[src/logic/cfi_snoop_pkg.sv]
package cfi_snoop_pkg;

  // ----------------------------------------------------------
  // Sizes
  // ----------------------------------------------------------
  localparam int unsigned NumCores       = 2;
  localparam int unsigned PcWidth        = 64;
  localparam int unsigned WordWidth      = 32;
  localparam int unsigned MetaWidth      = 4;
  localparam int unsigned FifoDepth      = 8;
  localparam int unsigned FifoAddrWidth  = 3;
  localparam int unsigned WordsPerEntry  = 6;

  // Fill level that raises the interrupt
  localparam int unsigned WatermarkLevel = 6;

  // ----------------------------------------------------------
  // Types
  // ----------------------------------------------------------
  typedef logic [PcWidth-1:0]   pc_t;
  typedef logic [WordWidth-1:0] word_t;
  typedef logic [MetaWidth-1:0] meta_t;
  typedef logic [1:0]           priv_t;

  // Word 0 sits in the low bits
  typedef word_t [WordsPerEntry-1:0] entry_t;

  // Holds 0 up to FifoDepth
  typedef logic [FifoAddrWidth:0] level_t;

  typedef logic [15:0] drop_cnt_t;

  typedef enum logic [0:0] {
    READ_IDLE,
    READ_SEND
  } readout_state_e;

endpackage

[src/logic/trace_capture.sv]
`timescale 1ns/10ps

module trace_capture (
  input  logic                                       clk_i,
  input  logic                                       ndmreset_n,
  input  logic                                       core_sel_i,
  input  logic [cfi_snoop_pkg::NumCores-1:0]         trace_valid_i,
  input  cfi_snoop_pkg::pc_t                         pc_src_i [cfi_snoop_pkg::NumCores],
  input  cfi_snoop_pkg::pc_t                         pc_dst_i [cfi_snoop_pkg::NumCores],
  input  cfi_snoop_pkg::meta_t                       meta_i [cfi_snoop_pkg::NumCores],
  input  cfi_snoop_pkg::priv_t                       priv_i [cfi_snoop_pkg::NumCores],
  input  cfi_snoop_pkg::word_t                       instr_i [cfi_snoop_pkg::NumCores],
  input  logic                                       fifo_full_i,
  output logic                                       push_o,
  output cfi_snoop_pkg::entry_t                      push_entry_o,
  output cfi_snoop_pkg::drop_cnt_t                   drop_cnt_o
);
  import cfi_snoop_pkg::*;

  logic      sel_valid;
  entry_t    sel_entry;
  logic      valid_q;
  entry_t    entry_q;
  drop_cnt_t drop_cnt_q;

  // PC bits 62..32 under a zero top bit
  function automatic word_t pc_high(pc_t pc);
    return {1'b0, pc[PcWidth-2:WordWidth]};
  endfunction

  // PC bits 31..1, bit 0 forced to zero
  function automatic word_t pc_low(pc_t pc);
    return {pc[WordWidth-1:1], 1'b0};
  endfunction

  // ----------------------------------------------------------
  // Core select and packing
  // ----------------------------------------------------------
  always_comb begin
    sel_valid    = trace_valid_i[core_sel_i];
    sel_entry[0] = pc_high(pc_src_i[core_sel_i]);
    sel_entry[1] = pc_low(pc_src_i[core_sel_i]);
    sel_entry[2] = pc_high(pc_dst_i[core_sel_i]);
    sel_entry[3] = pc_low(pc_dst_i[core_sel_i]);
    sel_entry[4] = {{(WordWidth - MetaWidth - 2){1'b0}},
                    priv_i[core_sel_i], meta_i[core_sel_i]};
    sel_entry[5] = instr_i[core_sel_i];
  end

  // ----------------------------------------------------------
  // Capture register
  // ----------------------------------------------------------
  always_ff @(posedge clk_i or negedge ndmreset_n) begin
    if (!ndmreset_n) begin
      valid_q <= 1'b0;
    end else begin
      valid_q <= sel_valid;
    end
  end

  always_ff @(posedge clk_i) begin
    if (sel_valid) begin
      entry_q <= sel_entry;
    end
  end

  // Captured entry goes into the buffer unless it is full
  assign push_o       = valid_q & ~fifo_full_i;
  assign push_entry_o = entry_q;

  // Lost entries, saturating
  always_ff @(posedge clk_i or negedge ndmreset_n) begin
    if (!ndmreset_n) begin
      drop_cnt_q <= '0;
    end else if (valid_q && fifo_full_i && (drop_cnt_q != '1)) begin
      drop_cnt_q <= drop_cnt_q + 1'b1;
    end
  end

  assign drop_cnt_o = drop_cnt_q;

  a_push_known: assert property (
    @(posedge clk_i) disable iff (!ndmreset_n)
    !$isunknown(push_o)
  );

endmodule

[src/logic/trace_fifo.sv]
`timescale 1ns/10ps

module trace_fifo (
  input  logic                  clk_i,
  input  logic                  ndmreset_n,
  input  logic                  push_i,
  input  cfi_snoop_pkg::entry_t push_entry_i,
  input  logic                  pop_i,
  output cfi_snoop_pkg::entry_t pop_entry_o,
  output logic                  full_o,
  output logic                  empty_o,
  output cfi_snoop_pkg::level_t level_o
);
  import cfi_snoop_pkg::*;

  entry_t                   mem_q [FifoDepth];
  logic [FifoAddrWidth-1:0] wptr_q;
  logic [FifoAddrWidth-1:0] rptr_q;
  level_t                   count_q;

  // ----------------------------------------------------------
  // Storage
  // ----------------------------------------------------------
  always_ff @(posedge clk_i) begin
    if (push_i) begin
      mem_q[wptr_q] <= push_entry_i;
    end
  end

  // Pointers wrap on their own, depth is a power of two
  always_ff @(posedge clk_i or negedge ndmreset_n) begin
    if (!ndmreset_n) begin
      wptr_q <= '0;
      rptr_q <= '0;
    end else begin
      if (push_i) begin
        wptr_q <= wptr_q + 1'b1;
      end
      if (pop_i) begin
        rptr_q <= rptr_q + 1'b1;
      end
    end
  end

  // ----------------------------------------------------------
  // Occupancy
  // ----------------------------------------------------------
  always_ff @(posedge clk_i or negedge ndmreset_n) begin
    if (!ndmreset_n) begin
      count_q <= '0;
    end else begin
      case ({push_i, pop_i})
        2'b10:   count_q <= count_q + 1'b1;
        2'b01:   count_q <= count_q - 1'b1;
        default: count_q <= count_q;
      endcase
    end
  end

  assign pop_entry_o = mem_q[rptr_q];
  assign full_o      = (count_q == level_t'(FifoDepth));
  assign empty_o     = (count_q == '0);
  assign level_o     = count_q;

  // Capture must hold back when full, readout must wait for data
  a_no_push_full: assert property (
    @(posedge clk_i) disable iff (!ndmreset_n)
    push_i |-> !full_o
  );

  a_no_pop_empty: assert property (
    @(posedge clk_i) disable iff (!ndmreset_n)
    pop_i |-> !empty_o
  );

endmodule

[src/logic/trace_readout.sv]
`timescale 1ns/10ps

module trace_readout (
  input  logic                  clk_i,
  input  logic                  ndmreset_n,
  input  logic                  fifo_empty_i,
  input  cfi_snoop_pkg::level_t fifo_level_i,
  input  cfi_snoop_pkg::entry_t pop_entry_i,
  output logic                  pop_o,
  output cfi_snoop_pkg::word_t  word_o,
  output logic                  word_valid_o,
  output logic                  word_last_o,
  output logic                  watermark_irq_o
);
  import cfi_snoop_pkg::*;

  typedef logic [$clog2(WordsPerEntry)-1:0] word_idx_t;

  readout_state_e state_q;
  readout_state_e state_d;
  word_idx_t      word_cnt_q;
  entry_t         entry_q;
  logic           last_word;
  logic           irq_q;

  // ----------------------------------------------------------
  // Readout FSM
  // ----------------------------------------------------------
  assign last_word = (word_cnt_q == word_idx_t'(WordsPerEntry - 1));

  // One pop per entry and only while idle
  assign pop_o = (state_q == READ_IDLE) & ~fifo_empty_i;

  always_comb begin
    state_d = state_q;
    case (state_q)
      READ_IDLE: begin
        if (pop_o) begin
          state_d = READ_SEND;
        end
      end
      READ_SEND: begin
        if (last_word) begin
          state_d = READ_IDLE;
        end
      end
      default: state_d = READ_IDLE;
    endcase
  end

  always_ff @(posedge clk_i or negedge ndmreset_n) begin
    if (!ndmreset_n) begin
      state_q    <= READ_IDLE;
      word_cnt_q <= '0;
    end else begin
      state_q <= state_d;
      if (pop_o || last_word) begin
        word_cnt_q <= '0;
      end else if (state_q == READ_SEND) begin
        word_cnt_q <= word_cnt_q + 1'b1;
      end
    end
  end

  // Head entry is latched on the pop edge
  always_ff @(posedge clk_i) begin
    if (pop_o) begin
      entry_q <= pop_entry_i;
    end
  end

  assign word_o       = entry_q[word_cnt_q];
  assign word_valid_o = (state_q == READ_SEND);
  assign word_last_o  = word_valid_o & last_word;

  // ----------------------------------------------------------
  // Watermark
  // ----------------------------------------------------------
  always_ff @(posedge clk_i or negedge ndmreset_n) begin
    if (!ndmreset_n) begin
      irq_q <= 1'b0;
    end else begin
      irq_q <= (fifo_level_i >= level_t'(WatermarkLevel));
    end
  end

  assign watermark_irq_o = irq_q;

  // Last word closes the burst that its pop started
  a_last_in_burst: assert property (
    @(posedge clk_i) disable iff (!ndmreset_n)
    word_last_o |-> word_valid_o && $past(pop_o, WordsPerEntry)
  );

  // Every pop yields exactly one burst of six words
  a_burst_length: assert property (
    @(posedge clk_i) disable iff (!ndmreset_n)
    pop_o |=> word_valid_o [*WordsPerEntry] ##1 !word_valid_o
  );

endmodule

[src/logic/cfi_snoop_top.sv]
`timescale 1ns/10ps

module cfi_snoop_top (
  input  logic                               clk_i,
  input  logic                               ndmreset_n,
  // Per core trace
  input  logic [cfi_snoop_pkg::NumCores-1:0] trace_valid_i,
  input  cfi_snoop_pkg::pc_t                 pc_src_i [cfi_snoop_pkg::NumCores],
  input  cfi_snoop_pkg::pc_t                 pc_dst_i [cfi_snoop_pkg::NumCores],
  input  cfi_snoop_pkg::meta_t               meta_i [cfi_snoop_pkg::NumCores],
  input  cfi_snoop_pkg::priv_t               priv_i [cfi_snoop_pkg::NumCores],
  input  cfi_snoop_pkg::word_t               instr_i [cfi_snoop_pkg::NumCores],
  input  logic                               core_sel_i,
  // Readout
  output cfi_snoop_pkg::word_t               word_o,
  output logic                               word_valid_o,
  output logic                               word_last_o,
  output logic                               watermark_irq_o,
  output cfi_snoop_pkg::drop_cnt_t           drop_cnt_o
);
  import cfi_snoop_pkg::*;

  logic   push;
  entry_t push_entry;
  logic   pop;
  entry_t pop_entry;
  logic   fifo_full;
  logic   fifo_empty;
  level_t fifo_level;

  // ----------------------------------------------------------
  // Capture, buffer, readout
  // ----------------------------------------------------------
  trace_capture i_trace_capture (
    .clk_i         ( clk_i         ),
    .ndmreset_n    ( ndmreset_n    ),
    .core_sel_i    ( core_sel_i    ),
    .trace_valid_i ( trace_valid_i ),
    .pc_src_i      ( pc_src_i      ),
    .pc_dst_i      ( pc_dst_i      ),
    .meta_i        ( meta_i        ),
    .priv_i        ( priv_i        ),
    .instr_i       ( instr_i       ),
    .fifo_full_i   ( fifo_full     ),
    .push_o        ( push          ),
    .push_entry_o  ( push_entry    ),
    .drop_cnt_o    ( drop_cnt_o    )
  );

  trace_fifo i_trace_fifo (
    .clk_i        ( clk_i      ),
    .ndmreset_n   ( ndmreset_n ),
    .push_i       ( push       ),
    .push_entry_i ( push_entry ),
    .pop_i        ( pop        ),
    .pop_entry_o  ( pop_entry  ),
    .full_o       ( fifo_full  ),
    .empty_o      ( fifo_empty ),
    .level_o      ( fifo_level )
  );

  trace_readout i_trace_readout (
    .clk_i           ( clk_i           ),
    .ndmreset_n      ( ndmreset_n      ),
    .fifo_empty_i    ( fifo_empty      ),
    .fifo_level_i    ( fifo_level      ),
    .pop_entry_i     ( pop_entry       ),
    .pop_o           ( pop             ),
    .word_o          ( word_o          ),
    .word_valid_o    ( word_valid_o    ),
    .word_last_o     ( word_last_o     ),
    .watermark_irq_o ( watermark_irq_o )
  );

endmodule

[config.mk]
export PLATFORM = sky130hd
export DESIGN_NAME = cfi_snoop_top
export DESIGN_NICKNAME = d
export VERILOG_FILES = /design/src/logic/cfi_snoop_pkg.sv /design/src/logic/trace_capture.sv /design/src/logic/trace_fifo.sv /design/src/logic/trace_readout.sv /design/src/logic/cfi_snoop_top.sv
export SDC_FILE = /design/constraint.sdc
export NUM_CORES = 2
export LEC_CHECK = 0
export ABC_CLOCK_PERIOD_IN_PS = 24600
export BUFFER_PORTS_ARGS = -buffer_cell sky130_fd_sc_hd__buf_4
export CAP_MARGIN = 15
export CORE_ASPECT_RATIO = 0.75
export CORE_MARGIN = 3
export CORE_UTILIZATION = 55
export CTS_CLUSTER_DIAMETER = 30
export DETAILED_ROUTE_END_ITERATION = 7
export PLACE_DENSITY = 0.69
export SETUP_SLACK_MARGIN = 0.05
export SYNTH_ARGS = -nofsm -noshare
export SYNTH_HDL_FRONTEND = slang
export SYNTH_SLANG_ARGS = --single-unit
[constraint.sdc]
create_clock -name clk_i -period 24.6 [get_ports clk_i]
set_clock_uncertainty 0.05 [all_clocks]
set_input_delay 7.38 -clock clk_i [delete_from_list [all_inputs] [get_ports clk_i]]
set_output_delay 7.38 -clock clk_i [all_outputs]
set_load 0.01 [all_outputs]
# Word level (Yosys, flattened, before mapping)
# Memories as Yosys holds them, arrays and structs flattened. A register that Yosys moved wholly into a read port is not among the register bits.
# Index checks and enable logic that the tools add are counted.
[totals]
register_bits = 354
latchBits = 0
ramBits = 1296
romBits = 0
in_bits = 337
out_inout_bits = 51
elab_cells = 75
memories = 1
[mem_list]
columns = ["memory", "words", "word_bits", "rd", "rd_ports_with_merged_regs", "write_ports", "line", "rtl"]
rows = [
  ["i_trace_fifo.mem_q", 8, 162, 1, 1, 1, "trace_fifo.sv:16", "entry_t mem_q [FifoDepth];"],
]
[classes]
addsub = 6
mul = 0
n_div = 0
n_lt_le_gt_ge = 4
n_eq_ne = 5
shifts = 0
muxes = 27
bitwise = 7
n_reduce_logical = 6
[op_table]
columns = ["operator", "n"]
rows = [
  ["2-to-1 mux 63 bit", 6],
  ["2-to-1 mux 32 bit", 4],
  ["binary-select mux 32 bit (select 3 bit)", 1],
  ["adder 16 x 1 -> 16 bit, second input constant", 1],
  ["inequality test 16 bit, second input constant", 1],
  ["2-to-1 mux 4 bit", 3],
  ["adder 3 x 1 -> 3 bit, second input constant", 3],
  ["one-hot mux 4 bit (2 select lines)", 1],
  ["2-to-1 mux 1 bit", 6],
  ["2-to-1 mux 2 bit", 3],
  ["2-to-1 mux 3 bit", 2],
  ["adder 4 x 1 -> 4 bit, second input constant", 1],
  ["== test 4 bit, second input constant", 1],
  ["greater-or-equal comparator 4 x 3 -> 1 bit, second input constant", 1],
  ["logical NOT 4 bit", 1],
  ["< comparator 3 x 4 -> 1 bit, second input constant", 1],
  ["nonzero test 2 bit", 2],
  ["subtractor 4 x 1 -> 4 bit, second input constant", 1],
  ["AND 1 bit", 3],
  ["== test 3 bit, second input constant", 1],
  ["inverter 1 bit", 3],
  ["== test 2 x 1 -> 1 bit, second input constant", 1],
  ["== test 2 bit, second input constant", 1],
  ["greater-or-equal comparator 2 bit, second input constant", 1],
  ["other kinds (5)", 6],
]

# Longest topological paths before layout
[depth]
depth_word = 5
mapped_depth = 11
mapped_depth_nobuf = 10

# Modules after synthesis
# A second synthesis with hierarchy kept.
[unflattened]
cells_unflattened = 3123
hier_area_um2 = 73675.7
[by_module_without_submodules]
columns = ["mod", "instances", "cells_per_inst", "area_each_um2", "seq_area_each_um2"]
rows = [
  ["trace_fifo", 1, 2273, 58208.3, 46374.5],
  ["trace_capture", 1, 452, 7885.1, 5290.1],
  ["trace_readout", 1, 398, 7582.3, 5890.6],
]

# Worst setup path after synthesis
# Ideal clock, no wire load.
[synth_timing]
path_type = "register -> register"
start = "register i_trace_fifo.count_q[3] (netlist: i_trace_fifo.level_o[3])"
end = "memory i_trace_fifo.mem_q[0][0] in the netlist's numbering (enable)"
setup_time_ns = 0.882
arrival_ns = 11.859
required_time_ns = 23.668
setup_slack_ns = 11.809
path_stages_with_launch = 5
path_buffers = 0
period_less_slack_ns = 12.791
path_cell_list = "dfrtp_1 nor4b_4 nor2b_1 nand2b_1 nor3_1"
[synth_via]
elab_chain_len = 5
[synth_rtl]
columns = ["item", "line", "rtl"]
rows = [
  ["start, declared", "trace_fifo.sv:19", "level_t count_q;"],
  ["start signal, assigned", "trace_fifo.sv:53", "2'b10: count_q <= count_q + 1'b1;"],
  ["start signal, assigned", "trace_fifo.sv:54", "2'b01: count_q <= count_q - 1'b1;"],
  ["start signal, assigned", "trace_fifo.sv:55", "default: count_q <= count_q;"],
  ["== test 4 bit", "trace_fifo.sv:61", "assign full_o = (count_q == level_t'(FifoDepth));"],
  ["inverter 1 bit", "trace_capture.sv:68", "assign push_o = valid_q & ~fifo_full_i;"],
  ["AND 1 bit", "trace_capture.sv:68", ""],
  ["2-to-1 mux 1 bit", "trace_fifo.sv:25", "if (push_i) begin"],
  ["2-to-1 mux 1 bit (implied by the code)", "trace_fifo.sv:26", "mem_q[wptr_q] <= push_entry_i;"],
  ["end, declared", "trace_fifo.sv:16", ""],
]
# Every way passes these cells.

# Worst setup path after layout
[layout_timing]
start = "register i_trace_readout.word_cnt_q[0]"
end = "output port word_o[16]"
[layout_via]
elab_chain_len = 2
[layout_rtl]
columns = ["item", "line", "rtl"]
rows = [
  ["start, declared", "trace_readout.sv:21", "word_idx_t word_cnt_q;"],
  ["start signal, assigned", "trace_readout.sv:60", "word_cnt_q <= word_cnt_q + 1'b1;"],
  ["binary-select mux 32 bit (select 3 bit)", "trace_readout.sv:72", "assign word_o = entry_q[word_cnt_q];"],
  ["2-to-1 mux 32 bit (implied by the code)", "trace_readout.sv:72", ""],
  ["end, declared", "cfi_snoop_top.sv:15", "output cfi_snoop_pkg::word_t word_o,"],
]
# Every way passes these cells. The select of a mux whose other input is x is not followed.

==> metrics.txt <==
DR vias 28.84k; CP peak stage delay 0.78 ns; Core Footprint 112,700 sq um; H-tree levels 4; Yosys Warn Count 0; initial DRC count 2,328; Ant. Diodes 0; Max-Cap Viols 0; count of cell types in the netlist 39; # hold bufs at CTS 0; fin nets 3,543; Skew-Pair Late Insertion Delay 0.80 ns; R2R Path Start i_trace_fifo.rptr_q[0]; Synthesized Nets 3,027; Sink Count 1,652; internal reg-to-reg setup slack 20.20 ns; RSZ-0062 raised after global routing no; largest net degree at the start of global routing 163; Worst Hold Class reg2reg; Slew @ Worst Pin 1.288 ns; Setup CP Type reg2out; Req. time, crit path 17.17 ns; I/O pins 388; worst vdd ir 105.0 uV; DRC Markers 0; clock buffer depth 3; Antenna Violating Nets Remaining 0; Max FO, Critical Path 30; remaining global-route overflow 0; initial antenna violation count 2; CTS tree done; max-slew violations 0; Critical Path Slowest Stage Cell buf_4; Post-Route WL 133,100 um; Buffers on Ports 379; pwr/cell area 124.6 nW/um^2; total CTS buffers 225; Hold Fails Final Rpt 0; buffer and inverter count on the worst path 3; Global Route Usage Sum 0.2292; first-pass GRT wire length 199,400 um; post-synthesis sequential area ratio 0.7830; Post-DP HPWL 68,650 um; Final Hold Slack 0.4554 ns; Synth Instances 2,682; Tmin final 10.84 ns; Rows 106; relative slew slack 0.1416; clock root buffer clkbuf_16; Initial Util 0.5602; Die ar. 119,000 sq um; gpl congestion 0.7367; R2R Path End i_trace_readout.entry_q[43]; critical path, cell by cell buf_4 > mux4_2 > inv_1 > o21ai_0 > buf_4; Post-Syn Area 63,150 sq um; status complete, no violations; fmax 0.09227 GHz; die width 397.3 um; cell mode on critical path buf_4; cell depth of the worst setup path 5; CTS clk-pin slew, worst paths 0.06 ns; Critical Path Sink word_o[16]; Worst setup SP type flip-flop; layout cells sized above 1 0.4449; Die H 299.5 um; Pleak 25.41 nW; Routed wire per std cell 27.12 um; Crit path max-delay family buffers and inverters; setup bufs post-CTS 0; CP arrival 3.41 ns; Post-Syn Area per Cell 23.55 sq um; post-CTS sizing 0; vias in the first global route 31.14k; vias per cell 5.876; #FFs+latches synth 1,652; CP startpoint i_trace_readout.word_cnt_q[0]; worst-case reg-to-reg path depth 5; Final setup violation count 0; period utilization 0.4406; Post-Route Setup TNS 0 ns; DR pass1 iterations 5; Area Overhead vs Synth 20.00%; critical path endpoint category primary output
layer usage:
metal	wire [um]	up-vias	GRT usage
li1	-	12370	-
met1	51550	15250	0.3032
met2	70020	1037	0.3927
met3	9031	184	0.04394
met4	2517	0	0.06480
met5	0	-	0
worst min-delay path by stage:
| stage | slack [ns] | depth (start not counted) | to | from |
|---|---|---|---|---|
| floorplan | 0.44 | 1 | i_trace_fifo.level_o[3] | i_trace_fifo.level_o[3] |
| global placement | 0.43 | 1 | i_trace_capture.drop_cnt_o[15] | i_trace_capture.drop_cnt_o[15] |
| detailed placement | 0.44 | 1 | i_trace_capture.drop_cnt_o[15] | i_trace_capture.drop_cnt_o[15] |
| CTS | 0.45 | 1 | i_trace_capture.drop_cnt_o[15] | i_trace_capture.drop_cnt_o[15] |
| global route | 0.48 | 1 | i_trace_capture.drop_cnt_o[15] | i_trace_capture.drop_cnt_o[15] |
| finish | 0.46 | 1 | i_trace_capture.drop_cnt_o[15] | i_trace_capture.drop_cnt_o[15] |
sequential cells by signal, indices dropped and copies added (netlist names):
name	flops
i_trace_capture.drop_cnt_o	16
i_trace_fifo.level_o	4
i_trace_readout.entry_q	162
i_trace_readout.watermark_irq_o	1
i_trace_fifo.wptr_q	3
i_trace_fifo.mem_q	1296
i_trace_readout.word_cnt_q	3
i_trace_fifo.rptr_q	3
i_trace_capture.valid_q	1
i_trace_readout.word_valid_o	1
i_trace_capture.push_entry_o	162
synth_stat cells:
master	count	area (sq um)
nor2b_1	3	18.77
and4_1	1	8.760
mux4_2	354	7973
nand4_1	5	31.28
buf_1	12	45.04
a21o_1	2	15.01
nor4b_4	1	23.77
buf_6	30	337.8
ha_1	8	100.1
nor4_2	1	12.51
edfxtp_1	1620	48650
and3_2	1	7.510
and2_1	2	12.51
and3b_1	1	8.760
xnor2_1	3	26.28
nand3b_1	2	15.01
nor4b_2	1	15.01
buf_2	30	150.1
xor2_1	19	166.4
nand2_1	47	176.4
a21boi_0	1	7.510
o22ai_1	5	31.28
or4b_4	1	13.76
a21oi_1	6	30.03
nor3b_1	4	30.03
dfrtp_1	32	800.8
nor4_1	4	25.02
nand2b_1	5	31.28
mux2i_1	7	70.07
o21ai_0	31	155.2
clkbuf_1	55	206.5
mux2_2	328	3694
nor3_1	7	35.03
o31a_1	1	8.760
nor2_1	13	48.80
inv_1	32	120.1
nand3_1	4	20.02
and3_1	2	12.51
nor4_4	1	21.27
cell families (layout without fill, tap and decap cells):
family | count (synthesis) | count (layout) | synth area share
AOI/OAI and AO/OA | 46 | 46 | 0.003923
adders and majority gates | 8 | 8 | 0.001585
xor gates and xnor gates | 22 | 22 | 0.003051
DFF | 1652 | 1652 | 0.7830
muxes | 689 | 689 | 0.1858
buffers and inverters | 159 | 873 | 0.01361
and+or+nand+nor | 106 | 106 | 0.008995
area by class of cell:
| cell class | instances | area (sq um) |
|---|---|---|
| clock buffer | 245 | 5822 |
| clock inverter | 180 | 2290 |
| fill | 6995 | 36950 |
| inverter | 32 | 120.1 |
| multi-input combinational | 871 | 12930 |
| sequential | 1652 | 49460 |
| tap | 1512 | 1892 |
| timing repair buffer | 416 | 3267 |
worst register-to-register path, cell delays in order, from the launching register on:
cell and delay (ns):
dfrtp_4 0.79, buf_4 0.68, buf_4 0.71, buf_12 0.63, mux4_2 0.99, mux2_2 0.29
metrics by stage:
stage / power, mW / worst slack (ns) / cells / utilization / instance area [sq um]
final: 9.439 / 13.76 / 4908 / 0.6722 / 75780
after CTS: 9.554 / 13.60 / 4908 / 0.6722 / 75780
after global routing: 9.819 / 13.60 / 4908 / 0.6722 / 75780
after floorplan: 5.524 / 11.81 / 2682 / - / 63150
after detailed placement: 6.133 / 14.06 / 4483 / 0.6003 / 67670
after global placement: 6.069 / 14.13 / 4483 / 0.6003 / 67670
placed cells by master, fill, tap and decap left out, types with 5 or more instances in the layout:
master | netlist | routed
buf_12 | 0 | 11
inv_8 | 0 | 13
dfrtp_1 | 32 | 26
bufinv_16 | 0 | 39
nor3_1 | 7 | 5
clkinv_8 | 0 | 9
o22ai_1 | 5 | 5
clkinv_1 | 0 | 20
o21ai_0 | 31 | 31
nor2_1 | 13 | 6
xor2_1 | 19 | 19
clkbuf_1 | 55 | 14
nand2b_1 | 5 | 5
clkinvlp_4 | 0 | 21
edfxtp_1 | 1620 | 1620
clkinv_2 | 0 | 27
clkbuf_16 | 0 | 230
nand4_1 | 5 | 5
inv_1 | 32 | 32
buf_4 | 0 | 404
mux4_2 | 354 | 354
clkinv_4 | 0 | 21
nand2_1 | 47 | 47
inv_6 | 0 | 29
a21oi_1 | 6 | 6
mux2i_1 | 7 | 7
ha_1 | 8 | 8
mux2_2 | 328 | 327
nor2_4 | 0 | 7
power breakdown:
part	switching [mW]	internal, mW	total [mW]
sequential	0.218	3.74	3.96
combinational	1.08	1.00	2.08
clock	1.25	2.15	3.40
No activity file was read; power rests on OpenSTA's default activity.
